File: config.mk
export PLATFORM = sky130hd
export DESIGN_NAME = commit_unit
export DESIGN_NICKNAME = d
export VERILOG_FILES = /design/src/rv_core_pkg.sv /design/src/commit_unit.sv
export SDC_FILE = /design/constraint.sdc
export NUM_CORES = 1
export LEC_CHECK = 0
export BUFFER_PORTS_ARGS = -buffer_cell sky130_fd_sc_hd__clkbuf_2
export CAP_MARGIN = 20
export CORE_AREA = 2 2 241 243
export CTS_BUF_LIST = sky130_fd_sc_hd__clkbuf_4 sky130_fd_sc_hd__clkbuf_8
export CTS_CLUSTER_DIAMETER = 100
export DETAILED_ROUTE_END_ITERATION = 8
export DIE_AREA = 0 0 243 245
export GPL_ROUTABILITY_DRIVEN = 1
export RECOVER_POWER = 50
export SLEW_MARGIN = 15
export SYNTH_ARGS = -nofsm -noshare
export SYNTH_HDL_FRONTEND = slang
export SYNTH_SLANG_ARGS = --single-unit
export TNS_END_PERCENT = 20
File: constraint.sdc
create_clock -name clk_i -period 0.8 [get_ports clk_i]
set_input_delay 0.16 -clock clk_i [delete_from_list [all_inputs] [get_ports clk_i]]
set_output_delay 0.16 -clock clk_i [all_outputs]
set_load 0.03 [all_outputs]
File: src/rv_core_pkg.sv
package rv_core_pkg;

  // Machine widths
  localparam int XLEN      = 64;
  localparam int ILEN      = 32;
  localparam int REG_IDX_W = 5;

  // First fetch after reset
  localparam logic [XLEN-1:0] RESET_PC = 64'h8000_0000;

  // RV64I major opcodes
  localparam logic [6:0] OPC_R      = 7'b0110011;
  localparam logic [6:0] OPC_I      = 7'b0010011;
  localparam logic [6:0] OPC_LOAD   = 7'b0000011;
  localparam logic [6:0] OPC_STORE  = 7'b0100011;
  localparam logic [6:0] OPC_BRANCH = 7'b1100011;
  localparam logic [6:0] OPC_JAL    = 7'b1101111;
  localparam logic [6:0] OPC_JALR   = 7'b1100111;
  localparam logic [6:0] OPC_LUI    = 7'b0110111;
  localparam logic [6:0] OPC_AUIPC  = 7'b0010111;
  localparam logic [6:0] OPC_SYSTEM = 7'b1110011;

  // Group tag in the low bits of the execute info word
  localparam logic [2:0] EXU_TAG_ALU = 3'b000;
  localparam logic [2:0] EXU_TAG_BJP = 3'b001;

  // ALU view, one-hot op select
  typedef struct packed {
    logic       ebreak;
    logic       lui;
    logic       op_and;
    logic       op_or;
    logic       sra;
    logic       srl;
    logic       op_xor;
    logic       sltu;
    logic       slt;
    logic       sll;
    logic       sub;
    logic       add;
    logic [2:0] tag;
  } alu_info_t;

  // Branch/jump view, spare bits stay zero
  typedef struct packed {
    logic [3:0] spare;
    logic       bgeu;
    logic       bltu;
    logic       bge;
    logic       blt;
    logic       bne;
    logic       beq;
    logic       jalr;
    logic       jal;
    logic [2:0] tag;
  } bjp_info_t;

  // Same 15 bits read either way, tag picks the view
  typedef union packed {
    alu_info_t alu;
    bjp_info_t bjp;
  } exu_info_u;

  typedef struct packed {
    logic [XLEN-1:0] pc;
    logic [ILEN-1:0] inst;
  } fetch_t;

  // Decode result for execute and commit
  typedef struct packed {
    logic [XLEN-1:0]      pc;
    logic [XLEN-1:0]      op1;
    logic [XLEN-1:0]      op2;
    logic [XLEN-1:0]      op1_jp;
    logic [XLEN-1:0]      op2_jp;
    logic [REG_IDX_W-1:0] rd_idx;
    logic                 rd_wr_en;
    logic                 invalid;
    exu_info_u            info;
  } dec_t;

  // Retire record
  typedef struct packed {
    logic                 valid;
    logic [XLEN-1:0]      pc;
    logic [REG_IDX_W-1:0] rd_idx;
    logic                 rd_wr_en;
    logic [XLEN-1:0]      rd_data;
  } commit_t;

endpackage

File: src/commit_unit.sv
`timescale 1ns/1ps

module commit_unit
  import rv_core_pkg::*;
(
  input  logic                 clk_i,
  input  logic                 rst_i,
  input  dec_t                 dec_i,
  input  logic [XLEN-1:0]      wb_data_i,
  input  logic                 ebreak_i,
  output logic                 wr_en_o,
  output logic [REG_IDX_W-1:0] wr_idx_o,
  output logic [XLEN-1:0]      wr_data_o,
  output commit_t              commit_o,
  output logic                 halt_o
);

  logic                 halt_q, valid_q, rd_wr_en_q;
  logic [XLEN-1:0]      pc_q, rd_data_q;
  logic [REG_IDX_W-1:0] rd_idx_q;

  // Write lands at the edge ending the instruction, nothing after halt
  assign wr_en_o   = dec_i.rd_wr_en & ~halt_q;
  assign wr_idx_o  = dec_i.rd_idx;
  assign wr_data_o = wb_data_i;

  // Halting instruction still commits, then valid stays low
  always_ff @(posedge clk_i) begin
    if (rst_i) begin
      valid_q <= 1'b0;
      halt_q  <= 1'b0;
    end else begin
      valid_q <= ~halt_q;
      halt_q  <= halt_q | ebreak_i | dec_i.invalid;
    end
  end

  // Retire payload
  always_ff @(posedge clk_i) begin
    pc_q       <= dec_i.pc;
    rd_idx_q   <= dec_i.rd_idx;
    rd_wr_en_q <= wr_en_o;
    rd_data_q  <= wb_data_i;
  end

  assign commit_o.valid    = valid_q;
  assign commit_o.pc       = pc_q;
  assign commit_o.rd_idx   = rd_idx_q;
  assign commit_o.rd_wr_en = rd_wr_en_q;
  assign commit_o.rd_data  = rd_data_q;
  assign halt_o            = halt_q;

endmodule

* Word-level counts from Yosys, hierarchy flattened *
Index checks and enable logic that the tools add are counted.

storage, ports and cells
  register bits after elaboration = 136
  bits of input ports = 409
  output and inout port bits = 206
  word-level logic and storage cells = 10

operators by class
  bitwise logic cells = 4

operators with widths
  cell              count
  1-bit bitwise OR  2
  1-bit AND         1
  1-bit inverter    1

* Logic depth before layout (Yosys ltp) *
  word-level depth = 2
  mapped depth = 2
  depth with buffers taken out = 2

* Worst setup path after synthesis *
No wires, ideal clock.

  path kind = reg-to-reg
  start = register halt_q, in the netlist halt_o
  end = register rd_wr_en_q
  library setup time = 174 ps
  data arrival time = 927 ps
  data required time = 626 ps
  slack = -301 ps
  cell stages (with the launch flop) = 2
  buffers on the path = 0
  period minus slack after synthesis = 1101 ps
  path through = dfxtp_1 nor2b_1

on the way
  longest elaborated chain between the ends = 2

ends and longest elaborated chain
  item                    line               text
  start, declared         commit_unit.sv:18  logic halt_q, valid_q, rd_wr_en_q;
  start signal, assigned  commit_unit.sv:34  halt_q <= halt_q | ebreak_i | dec_i.invalid;
  1-bit inverter          commit_unit.sv:23  assign wr_en_o = dec_i.rd_wr_en & ~halt_q;
  1-bit AND               commit_unit.sv:23
  named net wr_en_o       commit_unit.sv:11  output logic wr_en_o,
  end signal, assigned    commit_unit.sv:42  rd_wr_en_q <= wr_en_o;
  end, declared           commit_unit.sv:18

The timed path passes the listed nets, and every way through them passes these cells.
A chain may end at the register's enable or synchronous reset.

* Worst setup path after layout *
  start = register halt_q, in the netlist halt_o
  end = output wr_en_o

on the way
  longest elaborated chain between the ends = 2

ends and longest elaborated chain
  item            line
  1-bit inverter  commit_unit.sv:23
  1-bit AND       commit_unit.sv:23
  end, declared   commit_unit.sv:11

Every way passes these cells.

==> key figures <==
GRT
  – Largest net degree at the start of global routing: 17
  – Total grt overflow: 0
  – First-pass GRT wire length: approximately 21000 um
  – Vias in the first global route: between 3000 and 4000
  – Total track usage: 5.34%
  – Initial antenna violation count: 6

Logic synthesis
  – Synth Flop Type: dfxtp_1
  – Post-Syn Nets: between 600 and 700
  – Seq/Total Area, Yosys: 83.0%
  – Commonest cells in the netlist: dfxtp_1 (136), buf_4 (71), nor2_1 (2)
  – Avg Cell Area, Syn: about 16 um2
  – Synth Cell Area: around 3300 um2
  – Top cells by area, synth: dfxtp_1 (83%), buf_4 (16%), nor3_2 (0.31%)
  – Top cell type's share of synthesized area: between 80% and 90%
  – Biggest area consumer among synthesized cells: dfxtp_1
  – Mapped Cells: between 200 and 250
  – Synth unique cells: 5
  – Most frequent cell after synthesis: dfxtp_1
  – Ys Warns: 0
  – Number of synthesized register bits: 136
  – Async SR Flop Fraction: 0%
  – Post-synth EDFFs: 0

STA
  – Tcrit/Tclk final: 162%
  – # setup viols final: 137
  – Rel. slew slack: 82.4%
  – Fin. max-slew vios: 0
  – Clk_skew: just under 0.0003 ns
  – Min Clock Period, post-route: ~1.3 ns
  – Max Freq: 770 MHz
  – Final TNS setup: -45.96 ns
  – Worst-margin pin slew: about 0.26 ns
  – Final hold vios: 1
  – Final worst slack: -0.498 ns
  – RSZ-0062 raised after global routing: yes
  – Worst hold slack: -0.00567 ns

Place
  – Final GP Congestion: approximately 0.77
  – Inst Count DP: between 1000 and 1500
  – Pre-CTS setup slack: -0.00512 ns
  – Port Buffer Count: around 340

Clock tree
  – CTS root buf: clkbuf_8
  – Hold Buf Count CTS: roughly 140
  – TritonCTS clock tree: yes
  – Clock-pin transition on the worst setup and hold timing paths: 0.09 ns
  – Cts bufs inserted: 17
  – Max H-tree Level: 4
  – CTS Buffer Depth: 2
  – Clk sinks: 136
  – Clock Latency Late Sink: 0.52 ns

Setup path
  – Maximum fanout along the worst path: 3
  – CP Launch Point: halt_o$_SDFF_PP0_
  – Worst Setup Start Kind: flop
  – Critical path type: reg2out
  – R2R Path Start: halt_o$_SDFF_PP0_
  – Critical Path AT: 1.14 ns
  – CP required: about 0.64 ns
  – CP Capture Type: output pin

Pwr
  – Pint: between 0.01 and 0.015 W
  – Seq pwr share: between 40% and 50%
  – LEAKAGE: around 3.7 nW
  – Combinational power share: 20.6%
  – Pwr/cell area: roughly 1900 nW/um2
  – VDD IR-drop max: around 0.0014 V
  – P_sw: a little over 0.005 W
  – Switching Share: a little under a third
  – Clk pwr share: roughly a third

Final layout
  – Fill cells: roughly 6300
  – Non-Filler Instances: ~1400
  – Area occupied by registers: roughly 2900 um2
  – Fin nets: around 1100
  – Multi-input logic area: 31.3 um2
  – Share of layout cells above drive strength 1: around three quarters
  – Area growth from synthesis to layout: 167%

Route
  – Number of remaining DRC errors: 0
  – First drt pass iteration count: 4
  – DR WL/cell: 11.1 um
  – DR iter-0 viols: 50
  – DR vias/cell: between 2 and 2.5
  – Final ANT Viol Nets: 0
  – Final WL: 15800 um
  – Vias: about 3200

Floorplan
  – Number of top-level pins: roughly 620
  – Die area: 59500 um2
  – Die width: about 240 um
  – # rows: just under 90
  – Initial Util: about 5.7%
  – Core box area: 57000 um2
  – Die Ht: 245 um

Run
  – Max cap viols: 0

Run status
  – Status: finished, violations left
  – Failing checks: hold timing, setup timing

Min path
  – Min-delay src: dec_i[16]
  – Hold Crit Class: in2reg
-- area by class of cell --
type | instances | area share [%]
tap | 765 | 10.9
clock inverter | 15 | 1.74
antenna | 5 | 0.143
sequential | 136 | 33.0
multi-input combinational | 4 | 0.357
timing repair buffer | 482 | 51.1
clock buffer | 17 | 2.67
-- path summary, 6_finish.rpt --
kind | end | slack (ns) | cells after the start
setup / recovery | wr_en_o | -0.50 | 2
setup reg to reg | halt_o$_SDFF_PP0_ | 0.05 | 3
hold reg to reg | rd_wr_en_q$_DFF_P_ | 0.56 | 2
hold / removal | rd_wr_en_q$_DFF_P_ | -0.006 | 3
-- power groups by stage --
| stage | sequential (W) | clock [W] | combinational, W |
|---|---|---|---|
| 3_5_place_dp | 0.00740 | 0 | 0.00216 |
| 5_1_grt | 0.00750 | 0.00646 | 0.00356 |
| 4_1_cts | 0.00735 | 0.00623 | 0.00327 |
| 6_report | 0.00746 | 0.00581 | 0.00343 |
| 3_3_place_gp | 0.00739 | 0 | 0.00215 |
| 2_1_floorplan | 0.00813 | 0 | 0.000686 |
-- cell usage in the layout, fill, tap and decap left out, types with 2 or more instances in the layout --
master,netlist,routed
clkbuf_2,0,175
dlygate4sd3_1,0,136
dfxtp_2,0,135
buf_8,0,130
clkbuf_1,0,31
clkbuf_8,0,17
inv_6,0,8
diode_2,0,5
clkbuf_16,0,5
clkinvlp_4,0,4
buf_4,71,4
nor2_1,2,2
inv_8,0,2
-- cells by family after synthesis --
family | count (synthesis) | synth area share (%)
buffers and inverters | 71 | 16.3
DFF | 136 | 83.0
and+or+nand+nor | 4 | 0.725
-- metrics by stage --
step	util [%]	instance area, um2	power, W
global placement	9.56	5450	0.00954
finish	15.4	8760	0.0167
global route	15.3	8750	0.0175
floorplan	-	3290	0.00881
CTS	15.1	8590	0.0169
detailed placement	9.56	5450	0.00956
-- layer usage --
| metal | global-route usage [%] | share of wire (%) | up-vias |
|---|---|---|---|
| li1 | - | - | 1453 |
| met1 | 4.51 | 32 | 1396 |
| met2 | 9.34 | 52 | 292 |
| met3 | 3.40 | 13 | 23 |
| met4 | 3.41 | 2.6 | 2 |
| met5 | 0 | 0.088 | - |
-- flip-flops by register name, summed over array words and instances, names as in the netlist --
name / flops
halt_o: 1
pc_q: 64
valid_q: 1
rd_idx_q: 5
rd_data_q: 64
rd_wr_en_q: 1
-- repair_timing --
| action | 4_1_cts | 5_1_grt |
|---|---|---|
| setup buffers | 1 | 1 |
| endpoints found under the setup margin | 137 | 137 |
| gates resized for setup | 389 | 154 |
| pin swaps | 1 | 0 |
| hold endpoints to repair | 136 | 1 |
-- worst max-delay path, stage by stage, from the launching register on --
cell and delay, ns:
dfxtp_4 0.37, nor2b_4 0.13, buf_8 0.13
Power figures use the tool's default switching activity.
