--- config.mk ---
export PLATFORM = sky130hd
export DESIGN_NAME = ifu_pc
export DESIGN_NICKNAME = d
export VERILOG_FILES = /design/src/rv_core_pkg.sv /design/src/ifu_pc.sv
export SDC_FILE = /design/constraint.sdc
export NUM_CORES = 1
export LEC_CHECK = 0
export CAP_MARGIN = 10
export CORE_AREA = 2 2 100 102
export CTS_BUF_LIST = sky130_fd_sc_hd__clkbuf_8
export CTS_CLUSTER_SIZE = 24
export DETAILED_ROUTE_END_ITERATION = 7
export DIE_AREA = 0 0 102 104
export DONT_BUFFER_PORTS = 1
export GPL_TIMING_DRIVEN = 0
export PLACE_DENSITY = 0.51
export REMOVE_ABC_BUFFERS = 1
export SYNTH_ARGS = -nofsm -noshare
export SYNTH_HDL_FRONTEND = slang
export SYNTH_SLANG_ARGS = --single-unit
--- constraint.sdc ---
create_clock -name clk_i -period 0.82 [get_ports clk_i]
set_input_delay 0.164 -clock clk_i [delete_from_list [all_inputs] [get_ports clk_i]]
set_output_delay 0.164 -clock clk_i [all_outputs]
set_load 0.02 [all_outputs]
--- src/rv_core_pkg.sv ---
package rv_core_pkg;

  // Machine widths
  localparam int XLEN      = 64;
  localparam int ILEN      = 32;
  localparam int REG_IDX_W = 5;

  // First fetch after reset
  localparam logic [XLEN-1:0] RESET_PC = 64'h8000_0000;

  // RV64I major opcodes
  localparam logic [6:0] OPC_R      = 7'b0110011;
  localparam logic [6:0] OPC_I      = 7'b0010011;
  localparam logic [6:0] OPC_LOAD   = 7'b0000011;
  localparam logic [6:0] OPC_STORE  = 7'b0100011;
  localparam logic [6:0] OPC_BRANCH = 7'b1100011;
  localparam logic [6:0] OPC_JAL    = 7'b1101111;
  localparam logic [6:0] OPC_JALR   = 7'b1100111;
  localparam logic [6:0] OPC_LUI    = 7'b0110111;
  localparam logic [6:0] OPC_AUIPC  = 7'b0010111;
  localparam logic [6:0] OPC_SYSTEM = 7'b1110011;

  // Group tag in the low bits of the execute info word
  localparam logic [2:0] EXU_TAG_ALU = 3'b000;
  localparam logic [2:0] EXU_TAG_BJP = 3'b001;

  // ALU view, one-hot op select
  typedef struct packed {
    logic       ebreak;
    logic       lui;
    logic       op_and;
    logic       op_or;
    logic       sra;
    logic       srl;
    logic       op_xor;
    logic       sltu;
    logic       slt;
    logic       sll;
    logic       sub;
    logic       add;
    logic [2:0] tag;
  } alu_info_t;

  // Branch/jump view, spare bits stay zero
  typedef struct packed {
    logic [3:0] spare;
    logic       bgeu;
    logic       bltu;
    logic       bge;
    logic       blt;
    logic       bne;
    logic       beq;
    logic       jalr;
    logic       jal;
    logic [2:0] tag;
  } bjp_info_t;

  // Same 15 bits read either way, tag picks the view
  typedef union packed {
    alu_info_t alu;
    bjp_info_t bjp;
  } exu_info_u;

  typedef struct packed {
    logic [XLEN-1:0] pc;
    logic [ILEN-1:0] inst;
  } fetch_t;

  // Decode result for execute and commit
  typedef struct packed {
    logic [XLEN-1:0]      pc;
    logic [XLEN-1:0]      op1;
    logic [XLEN-1:0]      op2;
    logic [XLEN-1:0]      op1_jp;
    logic [XLEN-1:0]      op2_jp;
    logic [REG_IDX_W-1:0] rd_idx;
    logic                 rd_wr_en;
    logic                 invalid;
    exu_info_u            info;
  } dec_t;

  // Retire record
  typedef struct packed {
    logic                 valid;
    logic [XLEN-1:0]      pc;
    logic [REG_IDX_W-1:0] rd_idx;
    logic                 rd_wr_en;
    logic [XLEN-1:0]      rd_data;
  } commit_t;

endpackage

--- src/ifu_pc.sv ---
`timescale 1ns/1ps

module ifu_pc
  import rv_core_pkg::*;
(
  input  logic            clk_i,
  input  logic            rst_i,
  input  logic [ILEN-1:0] inst_i,
  input  logic [XLEN-1:0] next_pc_i,
  input  logic            halt_i,
  output logic [XLEN-1:0] pc_o,
  output fetch_t          fetch_o
);

  logic [XLEN-1:0] pc_q;

  // One instruction per clock, frozen for good once halted
  always_ff @(posedge clk_i) begin
    if (rst_i) begin
      pc_q <= RESET_PC;
    end else if (!halt_i) begin
      pc_q <= next_pc_i;
    end
  end

  // Fetch address out
  assign pc_o = pc_q;

  // Instruction comes back in the same cycle
  assign fetch_o.pc   = pc_q;
  assign fetch_o.inst = inst_i;

  // Branch and jump targets from execute must keep word alignment
  a_pc_aligned: assert property (
    @(posedge clk_i) disable iff (rst_i)
    pc_q[1:0] == 2'b00
  ) else $error("pc not word aligned: %h", pc_q);

endmodule

Yosys cells after proc, flatten, opt, wreduce, memory -nomap -nowiden:

Index checks and enable logic that the tools add are counted.

* logic and storage cells: 1
* bits of input ports: 99
* output and inout port bits: 160
* flip-flop bits (word level): 64

Logic depth before layout (Yosys ltp):

Gate-level depths: netlist (run 1).

* depth in word-level cells: 0
* mapped depth: 4
* depth with buffers taken out: 2

Worst setup path after synthesis (run 1):

Ideal clock, no wire load.

* kind: input to register
* start point: input halt_i
* end point: register pc_q[21] (netlist: pc_o[21])
* data required time: 0.692 ns
* arrival time: 0.690 ns
* stages on the path: 4
* path slack: 0.002 ns
* buffers on the path: 2
* path through: buf_6 > buf_8 > mux2i_1 > nor2_1

RTL lines
* start, declared: RTL line ifu_pc.sv:10 `input logic halt_i,`
* end signal, assigned: RTL line ifu_pc.sv:22 `pc_q <= next_pc_i;`
* end, declared: RTL line ifu_pc.sv:15 `logic [XLEN-1:0] pc_q;`

Worst setup path after layout (run 1):

* start point: register pc_q[40] (netlist: pc_o[40])
* end point: output pc_o[40]

RTL lines
* end, declared: RTL line ifu_pc.sv:11 `output logic [XLEN-1:0] pc_o,`

No word-level cell between the ends.

==> results of run 1 <==
## cell families after synthesis
logic type | count (synthesis) | share of synthesized area
AO/OA/AOI/OAI | 1 | 0.00291
flip-flops | 64 | 0.425
buffers and inverters | 110 | 0.282
multiplexers | 63 | 0.209
AND/OR/NAND/NOR | 64 | 0.0809
## final cells by class
| cell class | instances | area [um^2] |
|---|---|---|
| Sequential cell | 64 | 1520 |
| Clock inverter | 4 | 18.8 |
| Multi-Input combinational cell | 128 | 883 |
| Tap cell | 133 | 166 |
| Clock buffer | 12 | 165 |
| Fill cell | 1024 | 6790 |
## worst paths after layout
check	from	depth (start not counted)	to	slack, ns
max	pc_o[40]	0	pc_o[40]	-0.12
min	rst_i	1	pc_o[27]	-0.11
max reg2reg	pc_o[31]	1	pc_o[31]	0.06
min reg2reg	pc_o[31]	1	pc_o[31]	0.58
## stage by stage
stage / hold WS, ns / utilization / power, mW / instances / setup slack [ns]
2_1_floorplan: 0.236 / - / 4.22 / 192 / -0.0411
3_5_place_dp: 0.242 / 0.244 / 4.31 / 325 / -0.138
6_report: -0.114 / 0.289 / 6.66 / 341 / -0.117
5_1_grt: -0.149 / 0.289 / 7.02 / 341 / -0.173
4_1_cts: -0.143 / 0.289 / 6.80 / 341 / -0.155
3_3_place_gp: 0.241 / 0.244 / 4.30 / 325 / -0.119
## layout by cell type, fill, tap and decap left out
cell / count
a211o_1: 1
clkbuf_8: 12
inv_1: 1
nor2_1: 63
clkinv_2: 3
and2b_1: 1
mux2i_1: 63
dfxtp_4: 64
## layer usage
layer  track usage  wire, um  vias to the layer above
li1              -         -                      679
met1         0.118      2380                      692
met2         0.163      2790                      179
met3         0.166      1780                       13
met4        0.0667       129                        2
met5        0.0513        56                        -
## repair_timing
| action | 4_1_cts | 5_1_grt |
|---|---|---|
| endpoints found under the setup margin | 192 | 129 |
| hold endpoints to repair | 64 | 64 |
| gates resized for setup | 128 | 0 |
| buffers inserted | 0 | 0 |
| pin swaps | 0 | 1 |
## where the power goes
group          internal, mW  total, mW  switching (mW)
Sequential             3.24       3.89           0.652
Combinational         0.187      0.281          0.0944
Clock                  1.32       2.48            1.17
Total                  4.74       6.66            1.91
==> flow_summary.toml, run 1 <==
[run_status]
status = "finished, violations left"
violations = "hold timing, setup timing"

[die]
ios = 259
core_area_um2 = 9550
fp.dieArea_um2 = 10600
die_x_um = 102
start_util = 0.316
std_cell_rows = 36
die_y_um = 104

[place]
gp_congestion = 0.617
post_dp_cell_area_um2 = 2330
port_buffers = 0

[yosys]
synth_ff_type = "dfxtp_1"
synthDominantCellAreaShare = 0.425
synthesis.area_um2 = 3020
synthCells = 302
synth_edf_count = 0
ys_seq_area_frac = 0.425
synth_area_leader_cell = "dfxtp_1"
synthArstFlopShare = 0
ys_types = 11
synth_seq_cells = 64
yosys_warnings = 0
ys_top_cells_by_count = "96 x buf_4, 64 x dfxtp_1, 63 x mux2i_1, 63 x nor2_1, 6 x buf_8"
syn_avg_cell_area_um2 = 9.98
yosys-top-cells-area = "dfxtp_1 42%, buf_4 24%, mux2i_1 21%"
yosysMostFrequentCell = "buf_4"

[timing]
clock.fmax_mhz = 1070
finalHoldViolCount = 64
worst_pin_slew_ns = 0.150
worst_slack_ns = -0.117
skew_ns = 0
fin_crit_sh = 1.14
min_period_ns = 0.937
max-slew-margin-rel = 0.897
setup_tns_ns = -13.06
hold-worst-slack_ns = -0.114
setup_viol = 128
rsz0062_at_grt = "yes"
slew_violations = 0

[global_route]
grt_max_degree = 66
antenna_found_initial = 0
grt_pass1_wl_mm = 9.67
track_usage = 0.132
gr-total-overflow = 0
grt_pass1_vias = 1599

[drt]
drt_iter0_drc = 61
ant_nets = 0
wl_per_cell_um = 20.9
vias = 1565
dr.pass1.iters = 4
viasPerCell = 4.59
routed_wl_mm = 7.14
drc = 0

[clocking]
cts.sinks = 64
worst_setup_hold_path_clk_slew_ns = 0.07
cts-root-buf = "clkbuf_8"
clockBufferDepth = 2
cts_buffers = 9
htreeDepth = 3
clk_latency_ns = 0.33
tritoncts = "done"

[critical_path]
start_kind = "flop"
cp.arrival_ns = 0.77
critPathCaptureType = "output port"
cp.required_ns = 0.66
critPathMaxFanout = 3
critical_path_class = "reg2out"

[finish]
largest_register_ffs = 64
drive_gt1_frac = 0.380
final_nets = 302
final_cell_area_um2 = 2760
antennaDiodeCount = 0
syn_to_final_growth_pct = -8.63

[power]
p_leak_nw = 1.17
vdd_drop_max_mv = 0.675
cellPowerDensity_nw_per_um2 = 2420

[job]
drv_cap = 0

[worst_hold_path]
hold_class = "in2reg"
(Power assumes the default switching activity.)
==> run 2: changes to the inputs <==
- REMOVE_ABC_BUFFERS: 1 -> not set
==> run 2 against run 1 <==
Net effect:
- sequential share of layout area down 21 points
- critical endpoint is now pc_o[51]
- cell area grew 61%
- largest cell class is now buffers
- first-iteration DRC count is 30% lower
- setup slack got worse by 0.091 ns
- hold slack gained 0.16 ns
- sequential cell count unchanged
- the run ends with setup timing left
- count of clock-buffer cells in the layout is 3 lower
- critical path depth up 1
- clock skew did not move
- utilization is 18 points higher
==> flow_summary.toml, run 2 (synthesis results as in run 1) <==
[run_status]
status = "finished, violations left"
violations = "setup timing"

[drt]
vias = 2194
ant_nets = 0
viasPerCell = 4.29
wl_per_cell_um = 15.5
drc = 0
drt_iter0_drc = 43
routed_wl_mm = 7.91
dr.pass1.iters = 4

[clocking]
clk_latency_ns = 0.32
cts-root-buf = "clkbuf_8"
tritoncts = "done"
worst_setup_hold_path_clk_slew_ns = 0.07
cts.sinks = 64
cts_buffers = 9
htreeDepth = 3
clockBufferDepth = 2

[place]
port_buffers = 0
dp_worst_setup_slack_ns = -0.300
place_hpwl_mm = 5.42
gp_congestion = 0.699
dp.cells = 435

[finish]
final_cells = 511
largest_register_ffs = 64
drive_gt1_frac = 0.481
final_cell_mix = "65 x buf_6, 64 x dfxtp_4, 63 x mux2i_1, 63 x nor2_1, 63 x dlygate4sd3_1"
ff_latch_area_um2 = 1520
final_nets = 475
layout_commonest_cell = "buf_6"
syn_to_final_growth_pct = 47.3
antennaDiodeCount = 0
multi_input_area_um2 = 883
nFillCells = 897

[timing]
finalHoldViolCount = 0
fin_crit_sh = 1.25
skew_ns = 0
max-slew-margin-rel = 0.672
setup_viol = 128
worst_slack_ns = -0.208
worst_pin_slew_ns = 0.491
slew_violations = 0
min_period_ns = 1.03
clock.fmax_mhz = 973
rsz0062_at_grt = "yes"
setup_tns_ns = -16.73

[die]
ios = 259
start_util = 0.316
die_y_um = 104
std_cell_rows = 36
die_x_um = 102
core_area_um2 = 9550
fp.dieArea_um2 = 10600

[critical_path]
critPathMaxStageDelay_ns = 0.40
critical_path_class = "reg2out"
slowest_stage = "dfxtp_4"
path_cells = "buf_6"
critPathMaxFanout = 3
cp_num_buf_inv = 1
crit_family = "flip-flops"
start_kind = "flop"
cp.arrival_ns = 0.86
critPathCaptureType = "output port"
cp.required_ns = 0.66

[worst_hold_path]
hold_class = "in2reg"

[job]
drv_cap = 0

[power]
vdd_drop_max_mv = 0.653
p_leak_nw = 2.01
cellPowerDensity_nw_per_um2 = 1680

[global_route]
track_usage = 0.140
antenna_found_initial = 0
grt_max_degree = 11
grt_pass1_vias = 2209
gr-total-overflow = 0
grt_pass1_wl_mm = 11.3

[yosys]
syn_nets = 401
[run 2: per-layer routing]
| layer | part of all wire | up-vias | GRT usage | wire (um) |
|---|---|---|---|---|
| met3 | 0.089 | 13 | 0.0383 | 705 |
| met5 | 0 | - | 0 | 0 |
| met1 | 0.33 | 1001 | 0.132 | 2630 |
| met2 | 0.56 | 156 | 0.271 | 4430 |
| met4 | 0.018 | 0 | 0.0600 | 140 |
| li1 | - | 1024 | - | - |
[run 2: power breakdown]
part           internal [mW]  leakage [nW]  switching (mW)
Clock                   1.03        0.0728            1.14
Sequential              3.23         0.570           0.439
Combinational          0.864          1.37           0.737
Total                   5.13          2.01            2.32
[run 2: layout make-up]
cell class | count | area share
Sequential cell | 64 | 0.343
Multi-Input combinational cell | 128 | 0.199
Clock inverter | 4 | 0.00563
Tap cell | 133 | 0.0375
Buffer | 110 | 0.246
Timing Repair Buffer | 63 | 0.142
Clock buffer | 9 | 0.0279
[run 2: what timing repair did]
| action | in CTS | in global routing |
|---|---|---|
| gates cloned | 0 | 0 |
| buffers inserted | 0 | 0 |
| hold buffers | 63 | 0 |
| resized for setup | 192 | 0 |
| setup endpoints to repair | 128 | 128 |
| endpoints found under the hold margin | 63 | 0 |
[run 2: final timing paths]
path,to,slack [ns],startpoint,cells after the start
worst max register to register,pc_o[31],0.06,pc_o[31],1
worst min-delay path,pc_o[31],0.05,next_pc_i[31],2
worst max-delay path,pc_o[51],-0.21,pc_o[51],1
worst min register to register,pc_o[31],0.54,pc_o[31],1
[run 2: metrics by stage]
step | hold WS [ns] | total power [mW] | util | instance area, um^2
2_1_floorplan | 0.308 | 4.85 | - | 3020
6_report | 0.0450 | 7.44 | 0.465 | 4440
3_5_place_dp | 0.318 | 5.03 | 0.333 | 3180
4_1_cts | 0.0189 | 7.58 | 0.465 | 4440
3_3_place_gp | 0.311 | 5.01 | 0.333 | 3180
5_1_grt | 0.0303 | 7.79 | 0.465 | 4440
==> run 3: changes to the inputs <==
- ABC_CLOCK_PERIOD_IN_PS: not set -> 820
- PLACE_DENSITY: 0.51 -> not set
- SETUP_SLACK_MARGIN: not set -> 0.02
==> run 3 against run 2 <==
Net effect:
- the flow still finishes with violations (setup timing)
- setup slack got worse by 0.0010 ns
- clock skew unchanged
- combinational power about the same
- critical path depth unchanged
- sequential share of layout area decreased by 0.42 points
- sequential cell count unchanged
- clock power increased by 24%
- maximum frequency about the same
- routed wire length decreased by 1.9%
- count of clock-buffer cells in the layout increased by 2
==> flow_summary.toml, run 3 (synthesis results as in run 1) <==
[drt]
wl_per_cell_um = 15.1
vias = 2206
drt_iter0_drc = 42
ant_nets = 0
viasPerCell = 4.29
dr.pass1.iters = 4
drc = 0
routed_wl_mm = 7.76

[critical_path]
rr_endpoint = "pc_o[31]"
slowest_stage = "dfxtp_4"
rr_worst_depth = 1
start_kind = "flop"
cp.required_ns = 0.66
critPathMaxFanout = 3
critPathMaxStageDelay_ns = 0.40
path_depth = 1
critPathCaptureType = "output port"
critical_path_class = "reg2out"
cp.arrival_ns = 0.87
rr_startpoint = "pc_o[31]"
cp_num_buf_inv = 1
path_cells = "buf_6"
crit_family = "flip-flops"
rrSetupSlack_ns = 0.09

[worst_hold_path]
hold_class = "in2reg"
hold_depth = 2
hold_start = "next_pc_i[31]"
min_to = "pc_o[31]"

[finish]
final_cell_mix = "64 x buf_6, 64 x dfxtp_4, 63 x mux2i_1, 63 x nor2_1, 63 x dlygate4sd3_1"
final_nets = 475
syn_to_final_growth_pct = 49.1
fin_util = 0.471
largest_register_ffs = 64
antennaDiodeCount = 0
final_cells = 514
drive_gt1_frac = 0.483

[timing]
clock.fmax_mhz = 972
min_period_ns = 1.03
worst_pin_slew_ns = 0.507
max-slew-margin-rel = 0.662
finalHoldViolCount = 0
slew_violations = 0
worst_slack_ns = -0.209
setup_tns_ns = -16.62
skew_ns = 0
fin_crit_sh = 1.25
setup_viol = 128
rsz0062_at_grt = "yes"

[place]
port_buffers = 0
gp_congestion = 0.709
dp_worst_setup_slack_ns = -0.321
place_hpwl_mm = 5.24
dp.cells = 435

[global_route]
grt_pass1_wl_mm = 11.4
grt_max_degree = 11
antenna_found_initial = 0
track_usage = 0.140
grt_pass1_vias = 2291
gr-total-overflow = 0

[clocking]
tritoncts = "done"
cts-root-buf = "clkbuf_8"
worst_setup_hold_path_clk_slew_ns = 0.07
clk_latency_ns = 0.33
htreeDepth = 3
cts_setup_buffers = 0
clockBufferDepth = 2
cts.sinks = 64
cts_buffers = 9

[run_status]
violations = "setup timing"
status = "finished, violations left"

[yosys]
syn_nets = 401

[power]
cellPowerDensity_nw_per_um2 = 1770
vdd_drop_max_mv = 0.782
p_leak_nw = 2.06

[job]
drv_cap = 0

[die]
start_util = 0.316
die_x_um = 102
die_y_um = 104
ios = 259
std_cell_rows = 36
fp.dieArea_um2 = 10600
core_area_um2 = 9550
-- run 3: how the worst max path moves through the flow --
stage / from / endpoint / slack [ns]
after floorplan: halt_i / pc_o[31] / 0.02
after global placement: rst_i / pc_o[47] / -0.28
after detailed placement: rst_i / pc_o[50] / -0.32
after CTS: pc_o[54] / pc_o[54] / -0.24
after global routing: pc_o[2] / pc_o[2] / -0.26
final: pc_o[2] / pc_o[2] / -0.21
-- run 3: metrics by stage --
| stage | power [mW] | hold slack (ns) | cell area [um^2] |
|---|---|---|---|
| 5_1_grt | 8.33 | 0.0552 | 4500 |
| 3_5_place_dp | 5.02 | 0.318 | 3190 |
| 6_report | 7.95 | 0.0467 | 4500 |
| 2_1_floorplan | 4.85 | 0.308 | 3020 |
| 4_1_cts | 8.06 | 0.00216 | 4490 |
| 3_3_place_gp | 5.01 | 0.310 | 3190 |
-- run 3: timing repair --
item / in CTS / in global routing
cloned: 0 / 0
gates resized for setup: 192 / 1
hold endpoints to repair: 62 / 1
pin swaps: 0 / 1
endpoints found under the setup margin: 130 / 131
hold buffers: 62 / 1
-- run 3: where the power goes --
| part | switching (mW) | total, mW | internal (mW) |
|---|---|---|---|
| clock network | 1.14 | 2.68 | 1.54 |
| registers | 0.437 | 3.67 | 3.23 |
| logic | 0.737 | 1.60 | 0.867 |
-- run 3: final cells by class --
type | count | area [um^2]
Buffer | 110 | 1100
Clock buffer | 11 | 151
Clock inverter | 5 | 47.5
Fill cell | 884 | 5050
Multi-Input combinational cell | 128 | 883
Sequential cell | 64 | 1520
Tap cell | 133 | 166
Timing Repair Buffer | 63 | 631
-- run 3: routing by layer --
layer / wire [um] / vias to the layer above / GRT usage
met4: 104 / 0 / 0.0533
li1: - / 1028 / -
met2: 4410 / 146 / 0.273
met3: 674 / 8 / 0.0497
met1: 2560 / 1024 / 0.127
met5: 0 / - / 0
