==> src/rv_core_pkg.sv <==
package rv_core_pkg;

  // Machine widths
  localparam int XLEN      = 64;
  localparam int ILEN      = 32;
  localparam int REG_IDX_W = 5;

  // First fetch after reset
  localparam logic [XLEN-1:0] RESET_PC = 64'h8000_0000;

  // RV64I major opcodes
  localparam logic [6:0] OPC_R      = 7'b0110011;
  localparam logic [6:0] OPC_I      = 7'b0010011;
  localparam logic [6:0] OPC_LOAD   = 7'b0000011;
  localparam logic [6:0] OPC_STORE  = 7'b0100011;
  localparam logic [6:0] OPC_BRANCH = 7'b1100011;
  localparam logic [6:0] OPC_JAL    = 7'b1101111;
  localparam logic [6:0] OPC_JALR   = 7'b1100111;
  localparam logic [6:0] OPC_LUI    = 7'b0110111;
  localparam logic [6:0] OPC_AUIPC  = 7'b0010111;
  localparam logic [6:0] OPC_SYSTEM = 7'b1110011;

  // Group tag in the low bits of the execute info word
  localparam logic [2:0] EXU_TAG_ALU = 3'b000;
  localparam logic [2:0] EXU_TAG_BJP = 3'b001;

  // ALU view, one-hot op select
  typedef struct packed {
    logic       ebreak;
    logic       lui;
    logic       op_and;
    logic       op_or;
    logic       sra;
    logic       srl;
    logic       op_xor;
    logic       sltu;
    logic       slt;
    logic       sll;
    logic       sub;
    logic       add;
    logic [2:0] tag;
  } alu_info_t;

  // Branch/jump view, spare bits stay zero
  typedef struct packed {
    logic [3:0] spare;
    logic       bgeu;
    logic       bltu;
    logic       bge;
    logic       blt;
    logic       bne;
    logic       beq;
    logic       jalr;
    logic       jal;
    logic [2:0] tag;
  } bjp_info_t;

  // Same 15 bits read either way, tag picks the view
  typedef union packed {
    alu_info_t alu;
    bjp_info_t bjp;
  } exu_info_u;

  typedef struct packed {
    logic [XLEN-1:0] pc;
    logic [ILEN-1:0] inst;
  } fetch_t;

  // Decode result for execute and commit
  typedef struct packed {
    logic [XLEN-1:0]      pc;
    logic [XLEN-1:0]      op1;
    logic [XLEN-1:0]      op2;
    logic [XLEN-1:0]      op1_jp;
    logic [XLEN-1:0]      op2_jp;
    logic [REG_IDX_W-1:0] rd_idx;
    logic                 rd_wr_en;
    logic                 invalid;
    exu_info_u            info;
  } dec_t;

  // Retire record
  typedef struct packed {
    logic                 valid;
    logic [XLEN-1:0]      pc;
    logic [REG_IDX_W-1:0] rd_idx;
    logic                 rd_wr_en;
    logic [XLEN-1:0]      rd_data;
  } commit_t;

endpackage

==> src/idu.sv <==
`timescale 1ns/1ps

module idu
  import rv_core_pkg::*;
(
  input  fetch_t               fetch_i,
  input  logic [XLEN-1:0]      rs1_data_i,
  input  logic [XLEN-1:0]      rs2_data_i,
  output logic [REG_IDX_W-1:0] rs1_idx_o,
  output logic [REG_IDX_W-1:0] rs2_idx_o,
  output dec_t                 dec_o
);

  logic [ILEN-1:0]      inst;
  logic [6:0]           opcode;
  logic [2:0]           funct3;
  logic [REG_IDX_W-1:0] rd;
  logic [XLEN-1:0]      imm_i, imm_s, imm_b, imm_u, imm_j, imm;
  logic is_r, is_i, is_l, is_s, is_b, is_jal, is_jalr, is_lui, is_auipc, is_sys;
  logic f7_base, f7_alt, sh_base, sh_alt;
  logic jalr, ebreak, alu_op, bjp_op, invalid;
  logic rs1_need, rs2_need;
  exu_info_u info;

  // Field extraction
  assign inst      = fetch_i.inst;
  assign opcode    = inst[6:0];
  assign rd        = inst[11:7];
  assign funct3    = inst[14:12];
  assign rs1_idx_o = inst[19:15];
  assign rs2_idx_o = inst[24:20];

  // Immediates, all sign extended
  assign imm_i = {{52{inst[31]}}, inst[31:20]};
  assign imm_s = {{52{inst[31]}}, inst[31:25], inst[11:7]};
  assign imm_b = {{52{inst[31]}}, inst[7], inst[30:25], inst[11:8], 1'b0};
  assign imm_u = {{32{inst[31]}}, inst[31:12], 12'b0};
  assign imm_j = {{44{inst[31]}}, inst[19:12], inst[20], inst[30:21], 1'b0};

  // Major opcode classes
  assign is_r     = (opcode == OPC_R);
  assign is_i     = (opcode == OPC_I);
  assign is_l     = (opcode == OPC_LOAD);
  assign is_s     = (opcode == OPC_STORE);
  assign is_b     = (opcode == OPC_BRANCH);
  assign is_jal   = (opcode == OPC_JAL);
  assign is_jalr  = (opcode == OPC_JALR);
  assign is_lui   = (opcode == OPC_LUI);
  assign is_auipc = (opcode == OPC_AUIPC);
  assign is_sys   = (opcode == OPC_SYSTEM);

  // funct7 for R ops; 6-bit shamt in RV64 leaves imm[11:6] for I shifts
  assign f7_base = (inst[31:25] == 7'h00);
  assign f7_alt  = (inst[31:25] == 7'h20);
  assign sh_base = (inst[31:26] == 6'h00);
  assign sh_alt  = (inst[31:26] == 6'h10);

  assign jalr    = is_jalr & (funct3 == 3'd0);
  assign ebreak  = is_sys & (funct3 == 3'd0) & (inst[31:20] == 12'h001);
  assign alu_op  = is_r | is_i | is_lui | is_auipc | ebreak;
  assign bjp_op  = is_b | is_jal | jalr;
  // Loads and stores count as valid even without data memory
  assign invalid = ~(is_r | is_i | is_l | is_s | is_b | is_jal | is_jalr |
                     is_lui | is_auipc | is_sys);

  // Register read demand
  assign rs1_need = is_r | is_i | is_l | is_s | is_b | is_jalr;
  assign rs2_need = is_r | is_s | is_b;

  assign imm = ({XLEN{is_i | is_l | jalr}} & imm_i) |
               ({XLEN{is_s}}               & imm_s) |
               ({XLEN{is_b}}               & imm_b) |
               ({XLEN{is_jal}}             & imm_j) |
               ({XLEN{is_lui | is_auipc}}  & imm_u);

  // op1 is rs1 or pc; LUI leaves it zero
  assign dec_o.op1 = ({XLEN{rs1_need & ~is_jalr}}     & rs1_data_i) |
                     ({XLEN{is_auipc | is_jal | jalr}} & fetch_i.pc);
  // op2 is rs2, imm or 4 for the link value
  assign dec_o.op2 = ({XLEN{rs2_need & ~is_s}} & rs2_data_i) |
                     ({XLEN{is_i | is_l | is_s | is_auipc | is_lui}} & imm) |
                     ({XLEN{is_jal | jalr}} & 64'd4);
  // Target pair, rs1+imm for JALR, pc+imm otherwise
  assign dec_o.op1_jp = ({XLEN{jalr}}          & rs1_data_i) |
                        ({XLEN{is_b | is_jal}} & fetch_i.pc);
  assign dec_o.op2_jp = {XLEN{bjp_op}} & imm;

  // Execute info, ALU view or BJP view, zero when nothing selected
  always_comb begin
    info = '0;
    if (alu_op) begin
      info.alu.tag    = EXU_TAG_ALU;
      info.alu.add    = (is_r & (funct3 == 3'd0) & f7_base) | (is_i & (funct3 == 3'd0)) |
                        is_auipc;
      info.alu.sub    = is_r & (funct3 == 3'd0) & f7_alt;
      info.alu.sll    = (is_r & (funct3 == 3'd1) & f7_base) | (is_i & (funct3 == 3'd1) & sh_base);
      info.alu.slt    = (is_r & f7_base | is_i) & (funct3 == 3'd2);
      info.alu.sltu   = (is_r & f7_base | is_i) & (funct3 == 3'd3);
      info.alu.op_xor = (is_r & f7_base | is_i) & (funct3 == 3'd4);
      info.alu.srl    = (is_r & (funct3 == 3'd5) & f7_base) | (is_i & (funct3 == 3'd5) & sh_base);
      info.alu.sra    = (is_r & (funct3 == 3'd5) & f7_alt) | (is_i & (funct3 == 3'd5) & sh_alt);
      info.alu.op_or  = (is_r & f7_base | is_i) & (funct3 == 3'd6);
      info.alu.op_and = (is_r & f7_base | is_i) & (funct3 == 3'd7);
      info.alu.lui    = is_lui;
      info.alu.ebreak = ebreak;
    end else if (bjp_op) begin
      info.bjp.tag  = EXU_TAG_BJP;
      info.bjp.jal  = is_jal;
      info.bjp.jalr = jalr;
      info.bjp.beq  = is_b & (funct3 == 3'd0);
      info.bjp.bne  = is_b & (funct3 == 3'd1);
      info.bjp.blt  = is_b & (funct3 == 3'd4);
      info.bjp.bge  = is_b & (funct3 == 3'd5);
      info.bjp.bltu = is_b & (funct3 == 3'd6);
      info.bjp.bgeu = is_b & (funct3 == 3'd7);
    end
  end

  assign dec_o.pc     = fetch_i.pc;
  assign dec_o.rd_idx = rd;
  // No write for x0, stores, branches, loads, ebreak; invalid too
  assign dec_o.rd_wr_en = (rd != '0) & ~(is_s | is_b | is_l | ebreak | invalid);
  assign dec_o.invalid  = invalid;
  assign dec_o.info     = info;

endmodule

==> config.mk <==
export PLATFORM = sky130hd
export DESIGN_NAME = idu
export DESIGN_NICKNAME = d
export VERILOG_FILES = /design/src/rv_core_pkg.sv /design/src/idu.sv
export SDC_FILE = /design/constraint.sdc
export NUM_CORES = 1
export LEC_CHECK = 0
export ABC_AREA = 1
export BUFFER_PORTS_ARGS = -buffer_cell sky130_fd_sc_hd__buf_2
export CAP_MARGIN = 20
export CORE_AREA = 2 2 225 227
export DETAILED_ROUTE_END_ITERATION = 7
export DIE_AREA = 0 0 227 229
export PLACE_DENSITY = 0.31
export SLEW_MARGIN = 10
export SYNTH_ARGS = -nofsm -noshare
export SYNTH_HDL_FRONTEND = slang
export SYNTH_SLANG_ARGS = --single-unit
==> constraint.sdc <==
create_clock -name vclk -period 8.7
set_clock_uncertainty 0.05 [all_clocks]
set_input_delay 1.305 -clock vclk [all_inputs]
set_output_delay 1.305 -clock vclk [all_outputs]
set_load 0.03 [all_outputs]
== Word-level counts from Yosys, hierarchy flattened ==
Index checks and enable logic that the tools add are counted.
Word-level totals
  word-level logic and storage cells: 119
  input port bits: 224
  flip-flop bits (word level): 0
Cells by class
  reductions and logical operators: 4
  bitwise operators: 92
  equal/unequal tests: 20
  muxes and demuxes: 3
Operator list (count)
  $and 64x64->64: 12
  $or 64x64->64: 7
  $or 64x3->64: 1
  $or 1x1->1: 36
  $and 1x1->1: 32
  $eq 7x6->1 const B: 4
  $eq 7x7->1 const B: 4
  $mux 11: 2
  $eq 7x5->1 const B: 2
  $eq 12x1->1 const B: 1
  $eq 3x3->1 const B: 4
  $eq 7x2->1 const B: 1
  $logic_not 7->1: 1
  $eq 3x2->1 const B: 2
  $eq 6x5->1 const B: 1
  $logic_not 6->1: 1
  $reduce_bool 5->1: 1
  $mux 4: 1
  $not 1->1: 4
  $eq 3x1->1 const B: 1
  $logic_not 3->1: 1

== Depth between registers and ports, before layout ==
Gate-level depths: netlist of run 1.
  word-level depth: 14
  mapped depth: 11

== Least setup slack after synthesis of run 1 ==
OpenSTA, ideal clock, no wires.
  path type: input port to output port
  from: input port fetch_i[1] (netlist bit)
  to: output port dec_o[54] (netlist bit)
  arrival time: 4.238 ns
  buffers on the path: 2
  cell stages on the path: 6
  path slack: 3.107 ns
  cell sequence: nand2_2 nor2_1 nand3_1 clkbuf_1 a31oi_1 buf_4
RTL lines
  from (decl): RTL line idu.sv:6  | input fetch_t fetch_i,
  to (decl): RTL line idu.sv:11  | output dec_t dec_o

==> impl_metrics.tcl, run 1 <==
set metrics [dict create \
    status "finished, final reports clean" \
    multi_input_area_um2 2734 \
    drive_gt1_share_pct 47.22 \
    grt_start_max_net_pins 71 \
    grt_usage_pct 10.88 \
    port_buffers 574 \
    drt-vias-per-instance 3.505 \
    fmax_mhz 185.1 \
    dr.pass1.iters 4 \
    dp_cells 1965 \
    path_max_fanout 33 \
    start_util_pct 8.390 \
    drcViolationCount 0 \
    dp_hpwl_um 26890 \
    ios 576 \
    n_antenna_cell 0 \
    first_global_vias 6567 \
    coreArea_um2 49660 \
    holdCritPathClass "in -> out" \
    setup_ws_ns 3.297 \
    nNetsFinal 1520 \
    crit_chain "buf_2 > nand2_2 > nor2_1 > nand2_1 > nor2_2 > inv_2 > o21ai_4 > nand3_2 > nand2_1 > buf_2" \
    post-cts-setup-buffers 0 \
    max_slew_margin_pct 38.12 \
    wirelength_um 31370 \
    yosysWarnings 0 \
    intPower_mw 0.06745 \
    nFlopsAndLatches 0 \
    power.density_nw_per_um2 31.82 \
    path_class "in -> out" \
    ant_nets 0 \
    syn_area_per_cell_um2 4.756 \
    setup_tns_ns 0 \
    path_buf_inv 3 \
    ys_types 29 \
    grt_remaining_overflow 0 \
    die_w_um 227 \
    cp-start-kind "primary input" \
    place_ws_ns 3.194 \
    layout.area.seq_um2 0 \
    grt_pass1_wl_um 42540 \
    max_cap_viol_count 0 \
    antenna_found_initial 3 \
    seq_power_share_pct 0 \
    p_leak_nw 4.486 \
    synth_cells 876 \
    p_switching_mw 0.1510 \
    yosysSeqAreaShare_pct 0 \
    switching_share_pct 69.12 \
    cts_hold_buf 0 \
    fill_cells 6056 \
    final-max-slew-violation-count 0 \
    crit_slowest_cell "nand3_2" \
    worst_ep_required_time_ns 7.34 \
    period_share_pct 62.11 \
    first_iter_violations 293 \
    rsz0062_at_grt "no" \
    whs_ns 2.831 \
    fin_crit_ns 5.403 \
    cp.arrival_ns 4.05 \
    final-instance-count-excl-fill 1966 \
    setup-violations-final 0 \
    gp_congestion 0.8245 \
    end_kind "output pin" \
    combPwrFrac_pct 100.0 \
    n_clock_buffer 0 \
    critPathMaxStageDelay_ns 0.70 \
    hold_viol 0 \
    area_growth_pct 64.74 \
    design_power_total_mw 0.2184 \
    placementRows 82 \
    cp_top_family "simple AND/OR/NAND/NOR gates" \
    die_area_um2 51980 \
    cts_resized 0 \
    wire_per_inst_um 15.96 \
    vias 6891 \
    fp.dieH_um 229 \
    clockPowerShare_pct 0 \
    irDropWorstVdd_uv 13.77 \
    synth_area_um2 4166 \
    worst_pin_slew_ns 0.9247 \
]
==> cell type report <==
cell class                      count  share of cell area [%]
Multi-Input combinational cell    619                   39.83
Tap cell                          672                   12.25
Timing Repair Buffer              583                   42.89
Inverter                           92                   5.031
==> cells by family after synthesis <==
family	after synthesis	share of synthesized area (%)
buf+inv	258	35.23
compound gates	164	20.36
other cells	1	0.09000
simple gates	453	44.32
==> through the flow <==
stage / area, µm² / utilization, %
final: 6864 / 13.82
after global routing: 6864 / 13.82
after CTS: 6853 / 13.80
after detailed placement: 6853 / 13.80
after global placement: 6853 / 13.80
after floorplan: 4170 / -
==> cells in the final DEF (no fill, tap or decap), drive strengths merged <==
master   instances
nand2          366
o2111ai          1
nor2            41
nand4            4
nand3           34
buf            583
conb             2
inv             91
a22o             1
a31oi           13
o21ai          136
nor3b            1
a21oi           13
clkinv           1
nor3             6
and2             1
==> cell usage after synthesis (all sizes together) <==
cell     count  area (µm²)
nand4        4       25.02
a22o         1       8.760
o2111ai      1       8.760
nor3b        1       7.510
a31oi       13       81.33
a21oi       13       65.06
conb         1       3.750
nand3       34       185.2
clkbuf      14       52.55
o21ai      136       684.4
clkinv       1       3.750
nor3         6       41.29
nor2        41       185.2
nand2      366        1396
and2         1       6.260
buf        152        1070
inv         91       341.6
==> per-layer routing <==
metal | GRT usage [%] | part of all wire, % | vias to the layer above
met5 | 0 | 0 | -
met4 | 1.307 | 1.5 | 0
met1 | 11.94 | 39 | 3090
met3 | 1.437 | 6.6 | 20
li1 | - | - | 3457
met2 | 22.18 | 53 | 324
==> worst paths after layout <==
kind | from | endpoint | slack (ns) | cells past startpoint
min | fetch_i[19] | rs1_idx_o[4] | 2.83 | 2
max | fetch_i[1] | dec_o[197] | 3.30 | 10
==> power groups by stage <==
stage,clock (mW),combinational [mW],sequential (mW)
4_1_cts,0,0.222,0
3_3_place_gp,0,0.221,0
6_report,0,0.218,0
2_1_floorplan,0,0.130,0
5_1_grt,0,0.236,0
3_5_place_dp,0,0.222,0
Power figures use the tool's default switching activity.
==> inputs of run 2 (changes only) <==
CORE_AREA = 2 2 226 228   (was 2 2 225 227)
DIE_AREA = 0 0 228 230   (was 0 0 227 229)
PLACE_DENSITY = 0.32   (was 0.31)
clock period = 4.9 ns   (was 8.7 ns; I/O delays follow)
==> run 2 against run 1 <==
  * Non-clock buffer count grew 5
  * Global-route usage rose by 0.39 points
  * First-iteration DRC count is 20% lower
  * Setup slack got worse by 2.1 ns
  * Via count up 2.3%
  * Combinational power is 78% higher
  * Largest cell class unchanged
  * Die area increased by 0.88%
  * Power up 78%
==> impl_metrics.tcl, run 2 (synthesis gave the netlist of run 1 again) <==
set metrics [dict create \
    antenna_found_initial 9 \
    fin_crit_ns 3.673 \
    final_util_pct 13.90 \
    setup-violations-final 0 \
    drcViolationCount 0 \
    grt_busiest_layer "met2" \
    fill_cells 6012 \
    coreArea_um2 49860 \
    crit_chain "buf_2 > inv_2 > nand2_4 > nor2_8 > nand3_2 > buf_4 > nand2_1 > inv_2 > nand2_2 > buf_12 > nand2_1 > o21ai_0 > buf_2" \
    path_max_fanout 42 \
    placementRows 82 \
    layout.area.seq_um2 0 \
    period_share_pct 74.95 \
    max_slew_margin_pct 43.71 \
    final_common_cell "buf_2" \
    setup_tns_ns 0 \
    irDropWorstVdd_uv 23.60 \
    cts_resized 0 \
    worst_ep_required_time_ns 4.12 \
    ant_nets 0 \
    cts_hold_buf 0 \
    die_w_um 228 \
    gp_congestion 0.8579 \
    hold_viol 0 \
    critPathMaxStageDelay_ns 0.41 \
    wirelength_um 32230 \
    dp_cells 1970 \
    design_power_total_mw 0.3882 \
    first_iter_violations 233 \
    vias 7050 \
    grtUsageMet2_pct 22.44 \
    status "finished, final reports clean" \
    ios 576 \
    grt_start_max_net_pins 65 \
    p_leak_nw 4.518 \
    grtUsageMet3_pct 2.021 \
    nNetsFinal 1525 \
    grt_usage_pct 11.27 \
    path_class "in -> out" \
    fmax_mhz 272.3 \
    worst_pin_slew_ns 0.8444 \
    area_growth_pct 66.37 \
    grt_remaining_overflow 0 \
    holdCritPathClass "in -> out" \
    post-cts-setup-buffers 0 \
    fp.dieH_um 230 \
    wire_per_inst_um 16.34 \
    max_cap_viol_count 0 \
    rsz0062_at_grt "no" \
    cp-start-kind "primary input" \
    final-max-slew-violation-count 0 \
    first_global_vias 6722 \
    final-instance-count-excl-fill 1973 \
    nFlopsAndLatches 0 \
    final_cell_mix "buf_2 (574), nand2_1 (360), o21ai_0 (93), inv_1 (82), o21ai_1 (42)" \
    die_area_um2 52440 \
    port_buffers 574 \
    dr.pass1.iters 4 \
    cp.arrival_ns 2.89 \
    n_clock_buffer 0 \
    drive_gt1_share_pct 47.42 \
    dp_hpwl_um 27750 \
    end_kind "output pin" \
    grt_pass1_wl_um 44930 \
    grtUsageMet1_pct 12.65 \
    crit_slowest_cell "nand2_2" \
    drt-vias-per-instance 3.573 \
    power.density_nw_per_um2 56.01 \
    start_util_pct 8.356 \
]
[run 2: critical path, delay by kind of cell]
kind | cells | cell delay (ns)
buffers and inverters | 6 | 1.05
AOI/OAI and AO/OA | 1 | 0.09
and+or+nand+nor | 6 | 0.94
[run 2: routing by layer]
metal	share of wire (%)	routed length [µm]
met1	39	12560
met2	53	17110
met3	6.6	2140
met4	1.3	416
met5	0.040	13
[run 2: power breakdown]
group / leakage, nW / internal (mW) / switching [mW] / total (mW)
clock network: 0.0000127 / 0.0000000547 / 0 / 0.0000000547
logic: 4.52 / 0.121 / 0.267 / 0.388
registers: 0 / 0 / 0 / 0
[run 2: cell type report]
type                            count  area (µm²)  area share [%]
Timing Repair Buffer              588        3007           43.38
Antenna cell                        2       5.005         0.07220
Multi-Input combinational cell    619        2734           39.44
Inverter                           92       345.3           4.982
Tap cell                          672       840.8           12.13
[run 2: worst paths after layout]
kind | start | end | slack (ns) | cells after the start
max | fetch_i[4] | dec_o[252] | 1.23 | 13
min | fetch_i[17] | rs1_idx_o[2] | 1.69 | 2
[run 2: through the flow]
step | hold slack, ns | setup WS, ns | cell area, µm²
6_report | 1.690 | 1.227 | 6932
5_1_grt | 1.692 | 0.9596 | 6932
4_1_cts | 1.689 | 1.008 | 6915
3_5_place_dp | 1.689 | 1.017 | 6915
3_3_place_gp | 1.692 | 1.098 | 6915
2_1_floorplan | 1.552 | 0.4473 | 4170
==> inputs of run 3 (changes only) <==
ABC_AREA = 0   (was 1)
CORE_AREA = 2 2 227 229   (was 2 2 226 228)
DIE_AREA = 0 0 229 231   (was 0 0 228 230)
PLACE_DENSITY = 0.3   (was 0.32)
clock period = 3.7 ns   (was 4.9 ns; I/O delays follow)
==> run 3 against run 2 <==
  * Non-clock buffer count up 28
  * Setup slack worse by 0.92 ns
  * Global-route usage up 0.22 points
  * Routed wire length up 4.5%
  * Die area up 0.88%
  * Flip-flop and latch count unchanged
  * Clock-buffer cell count unchanged
  * Final cell count down 17%
  * Largest power group unchanged
==> impl_metrics.tcl, run 3 <==
set metrics [dict create \
    dp_hpwl_um 29350 \
    final_common_cell "buf_2" \
    wirelength_um 33680 \
    fin_crit_ns 3.390 \
    cp-start-kind "primary input" \
    ios 576 \
    cts_resized 0 \
    holdCritPathClass "in -> out" \
    post-cts-setup-buffers 0 \
    layout.area.seq_um2 0 \
    cts_hold_buf 0 \
    p_leak_nw 4.095 \
    yosys-top-cells-count "a22o_1 (135), buf_4 (114), a21o_1 (35)" \
    final-max-slew-violation-count 0 \
    grt_remaining_overflow 0 \
    coreArea_um2 50680 \
    fill_cells 6000 \
    nNetsFinal 1190 \
    worst_ep_required_time_ns 3.09 \
    start_util_pct 7.362 \
    synth_cells 518 \
    fp.dieH_um 231 \
    yosysSeqAreaShare_pct 0 \
    irDropWorstVdd_uv 31.16 \
    path_class "in -> out" \
    design_power_total_mw 0.5843 \
    gp_congestion 0.8227 \
    multi_input_area_um2 2594 \
    grt_start_max_net_pins 60 \
    synth_most_common_cell "a22o_1" \
    rsz0062_at_grt "no" \
    final_cell_mix "buf_2 (574), a22o_1 (135), a21o_1 (34), buf_4 (33), and2_1 (20)" \
    syn_area_per_cell_um2 7.203 \
    drive_gt1_share_pct 64.94 \
    yosysWarnings 0 \
    end_kind "output pin" \
    ys_types 49 \
    placementRows 83 \
    area_growth_pct 81.22 \
    max_cap_viol_count 0 \
    die_area_um2 52900 \
    path_max_fanout 8 \
    synth.area.top_cells "a22o_1 (32%), buf_4 (23%), a21o_1 (7.0%)" \
    yosysTopAreaCellShare_pct 31.69 \
    die_w_um 229 \
    grt_usage_pct 11.50 \
    yosys.area.top_type "a22o_1" \
    worst_pin_slew_ns 0.7752 \
    final-instance-count-excl-fill 1646 \
    first_global_vias 5481 \
    port_buffers 574 \
    power.density_nw_per_um2 86.42 \
    whs_ns 1.338 \
    vias 6064 \
    wire_per_inst_um 20.46 \
    hold_viol 0 \
    n_clock_buffer 0 \
    period_share_pct 91.62 \
    status "finished, final reports clean" \
    antenna_found_initial 14 \
    setup-violations-final 0 \
    ant_nets 0 \
    cp.arrival_ns 2.78 \
    dp_cells 1644 \
    drcViolationCount 0 \
    dr.pass1.iters 5 \
    grt_pass1_wl_um 44460 \
    setup_tns_ns 0 \
    nFlopsAndLatches 0 \
    fmax_mhz 295.0 \
    first_iter_violations 394 \
    drt-vias-per-instance 3.684 \
    max_slew_margin_pct 46.99 \
    synth_area_um2 3731 \
]
## run 3: cell count changes after synthesis, sizes merged, moves of 29 or more
cell / previous run / this run
a21o: 0 / 35
inv: 91 / 3
a22o: 1 / 135
nand2: 366 / 19
o21ai: 136 / 22
nor2: 41 / 11
nand3: 34 / 5
## run 3: layer usage
layer	GRT usage [%]	vias to the layer above	part of all wire, %
li1	-	2782	-
met4	0.3653	14	0.64
met3	1.989	28	7.6
met1	17.72	2941	48
met2	17.24	299	44
met5	0	-	0.30
## run 3: area by class of cell
cell class                 count  area share, %
antenna                        2        0.07402
multi-input combinational    345          38.36
inverter                       3         0.1665
tap                          680          12.58
timing repair buffer         616          48.82
## run 3: path summary, 6_finish.rpt
| kind | cells after the start | slack [ns] | start | endpoint |
|---|---|---|---|---|
| min | 2 | 1.34 | fetch_i[42] | dec_o[288] |
| max | 6 | 0.31 | fetch_i[14] | dec_o[34] |
## run 3: cell families (layout without fill, tap and decap cells)
logic type	Yosys count	after routing	synth area share (%)
simple gates	96	96	15.29
buf+inv	174	619	31.32
mux	1	1	0.2683
compound gates	246	246	53.02
other cells	1	4	0.1005
## run 3: report_power, final
group          internal (mW)    total [mW]  switching (mW)
clock           0.0000000728  0.0000000728               0
combinational          0.192         0.584           0.393
sequential                 0             0               0
total                  0.192         0.584           0.393
## run 3: critical path, cell delays in order
cell,delay (ns)
buf_2,0.10
or3_1,0.52
a2111oi_0,0.78
o21ai_1,0.35
a21oi_1,0.23
buf_2,0.23
## run 3: metrics by stage
step / cell area [µm²] / setup WS, ns / utilization [%]
global placement: 6756 / 0.2949 / 13.33
global route: 6756 / 0.1747 / 13.33
finish: 6761 / 0.3101 / 13.34
detailed placement: 6756 / 0.3512 / 13.33
floorplan: 3735 / 0.09341 / -
CTS: 6756 / 0.3384 / 13.33
